==> src/ecc_pkg.sv <==
`default_nettype none

package ecc_pkg;

    localparam int DATA_W  = 50;
    localparam int CHECK_W = 7;
    localparam int CODE_W  = DATA_W + CHECK_W;
    localparam int DEPTH   = 16;
    localparam int ADDR_W  = 4;
    localparam int CNT_W   = 16;

    typedef enum logic [1:0] {
        OP_WRITE    = 2'd0,
        OP_READ     = 2'd1,
        OP_READ_RAW = 2'd2,
        OP_CLR_LOG  = 2'd3
    } ecc_op_e;

    // Flip bits 49..0 hit data, 56..50 hit check bits.
    typedef struct packed {
        ecc_op_e             op;
        logic [ADDR_W-1:0]   addr;
        logic [DATA_W-1:0]   data;
        logic [CODE_W-1:0]   flip;
    } ecc_req_t;

    typedef struct packed {
        logic [DATA_W-1:0]   data;
        logic [CHECK_W-1:0]  check;
    } ecc_word_t;

    typedef struct packed {
        logic [DATA_W-1:0]   data;
        logic [CHECK_W-1:0]  check;
        logic                sbit_err;
        logic                dbit_err;
    } ecc_rsp_t;

    typedef struct packed {
        logic [CNT_W-1:0]    sbit_cnt;
        logic [CNT_W-1:0]    dbit_cnt;
        logic [ADDR_W-1:0]   last_addr;
        logic                last_valid;
    } ecc_log_t;

    // Check bits of the 50-bit SEC-DED code.
    function automatic logic [CHECK_W-1:0] ecc_parity(input logic [DATA_W-1:0] d);
        logic [CHECK_W-1:0] p;
        p[0] = d[0] ^ d[1] ^ d[3] ^ d[4] ^ d[6] ^ d[8] ^ d[10] ^ d[11] ^ d[13] ^ d[15]
             ^ d[17] ^ d[19] ^ d[21] ^ d[23] ^ d[25] ^ d[26] ^ d[28] ^ d[30] ^ d[32]
             ^ d[34] ^ d[36] ^ d[38] ^ d[40] ^ d[42] ^ d[44] ^ d[46] ^ d[48];
        p[1] = d[0] ^ d[2] ^ d[3] ^ d[5] ^ d[6] ^ d[9] ^ d[10] ^ d[12] ^ d[13] ^ d[16]
             ^ d[17] ^ d[20] ^ d[21] ^ d[24] ^ d[25] ^ d[27] ^ d[28] ^ d[31] ^ d[32]
             ^ d[35] ^ d[36] ^ d[39] ^ d[40] ^ d[43] ^ d[44] ^ d[47] ^ d[48];
        p[2] = d[1] ^ d[2] ^ d[3] ^ d[7] ^ d[8] ^ d[9] ^ d[10] ^ d[14] ^ d[15] ^ d[16]
             ^ d[17] ^ d[22] ^ d[23] ^ d[24] ^ d[25] ^ d[29] ^ d[30] ^ d[31] ^ d[32]
             ^ d[37] ^ d[38] ^ d[39] ^ d[40] ^ d[45] ^ d[46] ^ d[47] ^ d[48];
        p[3] = (^d[10:4]) ^ (^d[25:18]) ^ (^d[40:33]) ^ d[49];
        p[4] = (^d[25:11]) ^ (^d[49:41]);
        p[5] = ^d[49:26];
        p[6] = d[0] ^ d[1] ^ d[2] ^ d[4] ^ d[5] ^ d[7] ^ d[10] ^ d[11] ^ d[12] ^ d[14]
             ^ d[17] ^ d[18] ^ d[21] ^ d[23] ^ d[24] ^ d[26] ^ d[27] ^ d[29] ^ d[32]
             ^ d[33] ^ d[36] ^ d[38] ^ d[39] ^ d[41] ^ d[44] ^ d[46] ^ d[47];
        return p;
    endfunction

endpackage

`default_nettype wire
==> src/ecc_mem_top.sv <==
`timescale 1ns/1ns
`default_nettype none

module ecc_mem_top (
    input  wire                     clk,
    input  wire                     arst_n,
    input  wire                     req,
    input  wire ecc_pkg::ecc_req_t  req_data,
    output wire                     ack,
    output wire ecc_pkg::ecc_rsp_t  rsp,
    output wire ecc_pkg::ecc_log_t  log
);
    import ecc_pkg::*;

    ecc_req_t          cur_req;
    logic              wr_en;
    logic              rd_en;
    logic              dec_en;
    logic              clr;
    logic              bypass;
    ecc_word_t         wr_word;
    logic [ADDR_W-1:0] wr_addr;
    logic              store_we;
    ecc_word_t         rd_word;
    logic              dec_done;
    logic              sbit_err;
    logic              dbit_err;

    ecc_mem_ctrl u_ctrl (
        .clk      (clk),
        .arst_n   (arst_n),
        .req      (req),
        .req_data (req_data),
        .ack      (ack),
        .cur_req  (cur_req),
        .wr_en    (wr_en),
        .rd_en    (rd_en),
        .dec_en   (dec_en),
        .clr      (clr),
        .bypass   (bypass)
    );

    ecc_wr_path u_wr_path (
        .clk      (clk),
        .arst_n   (arst_n),
        .wr_en    (wr_en),
        .cur_req  (cur_req),
        .wr_word  (wr_word),
        .wr_addr  (wr_addr),
        .store_we (store_we)
    );

    ecc_store u_store (
        .clk      (clk),
        .arst_n   (arst_n),
        .wr_word  (wr_word),
        .wr_addr  (wr_addr),
        .store_we (store_we),
        .rd_en    (rd_en),
        .rd_addr  (cur_req.addr),
        .rd_word  (rd_word)
    );

    ecc_rd_path u_rd_path (
        .clk      (clk),
        .arst_n   (arst_n),
        .dec_en   (dec_en),
        .bypass   (bypass),
        .rd_word  (rd_word),
        .rsp      (rsp),
        .dec_done (dec_done),
        .sbit_err (sbit_err),
        .dbit_err (dbit_err)
    );

    ecc_err_log u_err_log (
        .clk      (clk),
        .arst_n   (arst_n),
        .clr      (clr),
        .dec_done (dec_done),
        .sbit_err (sbit_err),
        .dbit_err (dbit_err),
        .err_addr (cur_req.addr),
        .log      (log)
    );

endmodule

`default_nettype wire

==> src/ecc_err_log.sv <==
`timescale 1ns/1ns
`default_nettype none

module ecc_err_log (
    input  wire                         clk,
    input  wire                         arst_n,
    input  wire                         clr,
    input  wire                         dec_done,
    input  wire                         sbit_err,
    input  wire                         dbit_err,
    input  wire [ecc_pkg::ADDR_W-1:0]   err_addr,
    output ecc_pkg::ecc_log_t           log
);
    import ecc_pkg::*;

    logic sbit_hit;
    logic dbit_hit;

    assign sbit_hit = dec_done && sbit_err;
    assign dbit_hit = dec_done && dbit_err;

    always_ff @(posedge clk or negedge arst_n) begin
        if (!arst_n) begin
            log <= '0;
        end else if (clr) begin
            log <= '0;
        end else begin
            // Counters stick at all ones.
            if (sbit_hit && log.sbit_cnt != {CNT_W{1'b1}}) begin
                log.sbit_cnt <= log.sbit_cnt + 1'b1;
            end
            if (dbit_hit && log.dbit_cnt != {CNT_W{1'b1}}) begin
                log.dbit_cnt <= log.dbit_cnt + 1'b1;
            end
            if (sbit_hit || dbit_hit) begin
                log.last_addr  <= err_addr;
                log.last_valid <= 1'b1;
            end
        end
    end

endmodule

`default_nettype wire

==> src/ecc_rd_path.sv <==
`timescale 1ns/1ns
`default_nettype none

module ecc_rd_path (
    input  wire                     clk,
    input  wire                     arst_n,
    input  wire                     dec_en,
    input  wire                     bypass,
    input  wire ecc_pkg::ecc_word_t rd_word,
    output ecc_pkg::ecc_rsp_t       rsp,
    output logic                    dec_done,
    output logic                    sbit_err,
    output logic                    dbit_err
);
    import ecc_pkg::*;

    logic [CHECK_W-1:0] syndrome;
    logic [DATA_W-1:0]  flip_mask;
    logic [DATA_W-1:0]  bit_sel;
    logic               sbit_det;
    logic               dbit_det;
    ecc_rsp_t           rsp_nxt;

    assign syndrome = rd_word.check ^ ecc_parity(rd_word.data);

    // Match the syndrome against every data-bit column.
    always_comb begin
        flip_mask = '0;
        bit_sel   = '0;
        for (int i = 0; i < DATA_W; i++) begin
            bit_sel    = '0;
            bit_sel[i] = 1'b1;
            if (syndrome == ecc_parity(bit_sel)) begin
                flip_mask[i] = 1'b1;
            end
        end
    end

    always_comb begin
        sbit_det = 1'b0;
        dbit_det = 1'b0;
        if (syndrome != '0) begin
            // Single bit set means the check bit itself flipped.
            if (flip_mask != '0 || $onehot(syndrome)) begin
                sbit_det = 1'b1;
            end else begin
                dbit_det = 1'b1;
            end
        end
    end

    always_comb begin
        rsp_nxt.check = rd_word.check;
        if (bypass) begin
            rsp_nxt.data     = rd_word.data;
            rsp_nxt.sbit_err = 1'b0;
            rsp_nxt.dbit_err = 1'b0;
        end else begin
            rsp_nxt.data     = rd_word.data ^ flip_mask;
            rsp_nxt.sbit_err = sbit_det;
            rsp_nxt.dbit_err = dbit_det;
        end
    end

    always_ff @(posedge clk or negedge arst_n) begin
        if (!arst_n) begin
            rsp      <= '0;
            dec_done <= 1'b0;
        end else begin
            dec_done <= dec_en;
            if (dec_en) begin
                rsp <= rsp_nxt;
            end
        end
    end

    // Flags qualify with dec_done at the log.
    assign sbit_err = rsp.sbit_err;
    assign dbit_err = rsp.dbit_err;

endmodule

`default_nettype wire

==> src/ecc_store.sv <==
`timescale 1ns/1ns
`default_nettype none

module ecc_store (
    input  wire                         clk,
    input  wire                         arst_n,
    input  wire ecc_pkg::ecc_word_t     wr_word,
    input  wire [ecc_pkg::ADDR_W-1:0]   wr_addr,
    input  wire                         store_we,
    input  wire                         rd_en,
    input  wire [ecc_pkg::ADDR_W-1:0]   rd_addr,
    output ecc_pkg::ecc_word_t          rd_word
);
    import ecc_pkg::*;

    ecc_word_t mem [DEPTH];

    always_ff @(posedge clk) begin
        if (store_we) begin
            mem[wr_addr] <= wr_word;
        end
    end

    // Registered read port.
    always_ff @(posedge clk or negedge arst_n) begin
        if (!arst_n) begin
            rd_word <= '0;
        end else if (rd_en) begin
            rd_word <= mem[rd_addr];
        end
    end

endmodule

`default_nettype wire

==> src/ecc_wr_path.sv <==
`timescale 1ns/1ns
`default_nettype none

module ecc_wr_path (
    input  wire                         clk,
    input  wire                         arst_n,
    input  wire                         wr_en,
    input  wire ecc_pkg::ecc_req_t      cur_req,
    output ecc_pkg::ecc_word_t          wr_word,
    output logic [ecc_pkg::ADDR_W-1:0]  wr_addr,
    output logic                        store_we
);
    import ecc_pkg::*;

    ecc_word_t enc_word;

    // Injected errors are applied after encoding.
    always_comb begin
        enc_word.data  = cur_req.data ^ cur_req.flip[DATA_W-1:0];
        enc_word.check = ecc_parity(cur_req.data) ^ cur_req.flip[CODE_W-1:DATA_W];
    end

    always_ff @(posedge clk) begin
        if (wr_en) begin
            wr_word <= enc_word;
            wr_addr <= cur_req.addr;
        end
    end

    always_ff @(posedge clk or negedge arst_n) begin
        if (!arst_n) begin
            store_we <= 1'b0;
        end else begin
            store_we <= wr_en;
        end
    end

endmodule

`default_nettype wire

==> src/ecc_mem_ctrl.sv <==
`timescale 1ns/1ns
`default_nettype none

module ecc_mem_ctrl (
    input  wire                 clk,
    input  wire                 arst_n,
    input  wire                 req,
    input  wire ecc_pkg::ecc_req_t req_data,
    output logic                ack,
    output ecc_pkg::ecc_req_t   cur_req,
    output logic                wr_en,
    output logic                rd_en,
    output logic                dec_en,
    output logic                clr,
    output logic                bypass
);
    import ecc_pkg::*;

    typedef enum logic [2:0] {
        IDLE,
        ENC,
        STORE,
        RD,
        DEC,
        DONE,
        WAIT_LOW
    } state_e;

    state_e state;
    state_e state_nxt;

    always_ff @(posedge clk or negedge arst_n) begin
        if (!arst_n) begin
            state <= IDLE;
        end else begin
            state <= state_nxt;
        end
    end

    // Request is held for the whole transaction.
    always_ff @(posedge clk) begin
        if (state == IDLE && req) begin
            cur_req <= req_data;
        end
    end

    always_comb begin
        state_nxt = state;
        case (state)
            IDLE: begin
                if (req) begin
                    case (req_data.op)
                        OP_WRITE:    state_nxt = ENC;
                        OP_READ:     state_nxt = RD;
                        OP_READ_RAW: state_nxt = RD;
                        default:     state_nxt = DONE;
                    endcase
                end
            end
            ENC:   state_nxt = STORE;
            STORE: state_nxt = WAIT_LOW;
            RD:    state_nxt = DEC;
            DEC:   state_nxt = DONE;
            // Log settles here before ack goes up.
            DONE:  state_nxt = WAIT_LOW;
            WAIT_LOW: begin
                if (!req) begin
                    state_nxt = IDLE;
                end
            end
            default: state_nxt = IDLE;
        endcase
    end

    assign ack    = (state == WAIT_LOW);
    assign wr_en  = (state == ENC);
    assign rd_en  = (state == RD);
    assign dec_en = (state == DEC);
    assign clr    = (state == DONE) && (cur_req.op == OP_CLR_LOG);
    assign bypass = (cur_req.op == OP_READ_RAW);

endmodule

`default_nettype wire

==> config.mk <==
export PLATFORM = sky130hd
export DESIGN_NAME = ecc_mem_top
export DESIGN_NICKNAME = d
export VERILOG_FILES = /design/src/ecc_pkg.sv /design/src/ecc_mem_top.sv /design/src/ecc_err_log.sv /design/src/ecc_rd_path.sv /design/src/ecc_store.sv /design/src/ecc_wr_path.sv /design/src/ecc_mem_ctrl.sv
export SDC_FILE = /design/constraint.sdc
export NUM_CORES = 1
export LEC_CHECK = 0
export BUFFER_PORTS_ARGS = -buffer_cell sky130_fd_sc_hd__buf_2
export CORE_MARGIN = 2
export CORE_UTILIZATION = 35
export DETAILED_ROUTE_END_ITERATION = 8
export GPL_TIMING_DRIVEN = 0
export SYNTH_ARGS = -nofsm -noshare
export SYNTH_HDL_FRONTEND = slang
export SYNTH_HIERARCHICAL = 1
export SYNTH_SLANG_ARGS = --single-unit
==> constraint.sdc <==
create_clock -name clk -period 5.4 [get_ports clk]
set_input_delay 0.81 -clock clk [delete_from_list [all_inputs] [get_ports clk]]
set_output_delay 0.81 -clock clk [all_outputs]
set_load 0.01 [all_outputs]
==> impl_metrics.ini <==
[cts]
clock-root-buffer = clkbuf_16
clkSinkCount = 1244
cts_tree = built
h-tree-depth = 3
clk_pin_slew_worst_paths_ns = 0.06
cts_made_buffers = 121
clock_latency_ns = 0.75
postCtsSetupRepairBufs = 0
clockBufferDepth = 3

[setup_path]
path_depth = 16
path_class = flip-flop to flip-flop
critPathLaunchType = flip-flop
cp-end-kind = flip-flop
critical-path-max-stage-delay_ns = 0.58
critPathSlowestCell = fa_1
critPathBufInv = 1
endpoint = u_rd_path/sbit_err
worst-path-max-fanout = 4
reg2regPathDepth = 16
critical_path.cell_chain = xnor2_1, xnor2_1, xnor2_1, xnor2_1, xor2_1, inv_1, fa_1, fa_1, ha_1, and2_1, or2_2, fa_1, nor4_2, nor4_2, and4_1, o22ai_1
cp_common_cell = xnor2_1
r2r_end = u_rd_path/sbit_err
timing.reg2reg.setup_slack_ns = 0.31
r2r-start = u_store/rd_word[47]
critical_path.top_delay_family = adder cells
required_ns = 6.03
arrival_ns = 5.72
cp-startpoint = u_store/rd_word[47]

[sta]
slew_viol_final = 0
min_period_over_period_pct = 94.2
setup_tns_ns = 0
slew_headroom_pct = 30.3
fin_worst_skew_ns = 0.0615
hold-worst-slack_ns = 0.0315
max_freq_ghz = 0.197
tightest_slew_ns = 1.04
hold_viol = 0
fin_crit_ns = 5.09
rsz0062_at_grt = no
setup_slack_ns = 0.315
setup-violations-final = 0

[flow_run]
drv_cap = 0

[synth]
mappedNetlistArea_sq_mm = 0.0504
async_reset_ff_share_pct = 12.7
syn_nets = 2733
synthCells = 2605
ys_seq_area_share_pct = 72.5
synthDistinctLibCells = 96
synth-edff-count = 1086
ys_seq_elements = 1244
syn_area_per_cell_sq_um = 19.4
ys.flop_type = edfxtp_1
synth_warnings = 6

[die]
rows = 139
num_io_pins = 213
fp.dieH_um = 384
die_w_um = 384
start_util_pct = 35.2
die-area_sq_mm = 0.147
core_area_sq_mm = 0.143

[finish]
synthToLayoutAreaGrowth_pct = 17.8
fillers = 12700
drive_gt1_share_pct = 27.6
seqCellArea_sq_mm = 0.0366
fin_area_sq_mm = 0.0594
multiInputGateArea_sq_mm = 0.0130
nets = 3131

[placed_design]
dpl_worst_slack_ns = 0.108
dp_hpwl_um = 90800
portBuffers = 212
post_dp_cell_area_sq_mm = 0.0551
gp_congestion = 0.863

[drt]
drt_iter0_markers = 2804
finalWirelength_um = 131000
drcViolationCount = 0
vias_per_cell = 5.26
wl_per_cell_um = 26.2
ant_nets = 0
vias = 26400
firstDrtPassIters = 5

[grt]
grt_pass1_vias = 26300
gr-total-overflow = 0
antenna_found_initial = 7
grt_start_max_net_pins = 98
grt_pass1_wl_um = 189000
track_usage_pct = 17.8

[min_path]
hold_path_class = input pin to async pin

[status]
status = finished, final reports clean
cell usage after synthesis (17+ instances only):
master | instances | area, sq um
xor2_1 | 118 | 1030
inv_1 | 18 | 67.6
mux2i_1 | 59 | 591
a21oi_1 | 65 | 325
mux4_2 | 224 | 5040
a221oi_2 | 17 | 255
nor3_1 | 18 | 90.1
buf_6 | 27 | 304
edfxtp_1 | 1086 | 32600
clkbuf_1 | 48 | 180
nor2_1 | 141 | 529
nand3_1 | 60 | 300
o21ai_0 | 21 | 105
buf_4 | 20 | 150
xnor2_1 | 145 | 1270
xnor3_1 | 33 | 743
o22ai_1 | 60 | 375
nand2_1 | 40 | 150
buf_2 | 24 | 120
dfrtp_1 | 158 | 3950
a221oi_1 | 41 | 359
flip-flops by register name (all words and copies together), names as in the netlist, 3 cells and up:
register / cells
u_store/mem: 912
u_ctrl/cur_req: 113
u_rd_path/rsp: 57
u_store/rd_word: 57
u_wr_path/wr_word: 57
u_err_log/log: 37
u_wr_path/wr_addr: 4
u_ctrl/state: 3
kinds of logic after synthesis:
family	count (synthesis)	share of synthesized area [%]
XOR/XNOR	309	6.57
adder cells (fa/ha/maj)	12	0.343
multiplexers	294	11.5
AO/OA/AOI/OAI	254	3.68
buffers and inverters	147	1.87
AND/OR/NAND/NOR	345	3.46
flip-flops	1244	72.5
layout by cell type, fill, tap and decap left out, drive strengths merged, types with 7 or more instances in the layout:
master	count
edfxtp	1086
a21oi	65
xor2	119
inv	24
nor2	141
ha	9
o21ai	27
mux2i	59
clkbuf	206
mux4	228
bufinv	19
nor2b	8
mux2	7
o22ai	60
nor4	13
nand4	11
and2	10
dfrtp	158
xnor2	152
buf	352
a221oi	58
nand3	63
clkinv	42
nor3	19
xnor3	35
nand2	41
per-stage QoR:
stage	util [%]	std cells
final	41.4	5012
after global placement	37.6	4720
after CTS	41.4	5011
after floorplan	-	2605
after global routing	41.4	5011
after detailed placement	38.4	4783
layer usage:
| layer | track usage (%) | routed length [um] | up-vias |
|---|---|---|---|
| met2 | 27.5 | 60100 | 1176 |
| li1 | - | - | 11200 |
| met3 | 3.44 | 10800 | 166 |
| met1 | 26.2 | 58100 | 13800 |
| met5 | 0 | 8 | - |
| met4 | 3.55 | 2320 | 2 |
area by class of cell:
| cell class | count | area share [%] |
|---|---|---|
| multi-input cells | 1214 | 21.9 |
| diodes | 1 | 0.00421 |
| clock inverters | 72 | 1.57 |
| clock buffers | 156 | 5.61 |
| well taps | 1903 | 4.01 |
| repair buffers | 275 | 3.70 |
| plain buffers | 128 | 1.47 |
| inverters | 19 | 0.120 |
| flip-flops and latches | 1244 | 61.6 |
worst register-to-register path, delay by kind of cell (launching register included):
kind                       cells  cell delay, ns
DFF                            1            0.53
and+or+nand+nor                5            1.08
buffers and inverters          1            0.17
adders and majority gates      4            1.74
AOI/OAI and AO/OA              1            0.12
xor gates and xnor gates       5            1.32
what timing repair did:
action / in CTS / in global routing
setup endpoints to repair: 0 / 2
endpoints found under the hold margin: 0 / 0
hold buffers: 0 / 0
resized for setup: 0 / 3
how the worst min path moves through the flow:
stage	startpoint	slack, ns	endpoint
5_1_grt	arst_n	0.03	u_rd_path/rsp[52]
3_5_place_dp	u_err_log/log[4]	0.45	u_err_log/log[4]
2_1_floorplan	u_ctrl/cur_req[110]	0.45	u_wr_path/wr_addr[3]
6_report	arst_n	0.03	u_rd_path/rsp[58]
3_3_place_gp	u_err_log/log[2]	0.46	u_err_log/log[2]
4_1_cts	arst_n	0.005	u_rd_path/rsp[14]
Power is left out: the tool's default activity adds up to more than one toggle a clock period on the data nets, which glitch-free logic cannot reach.
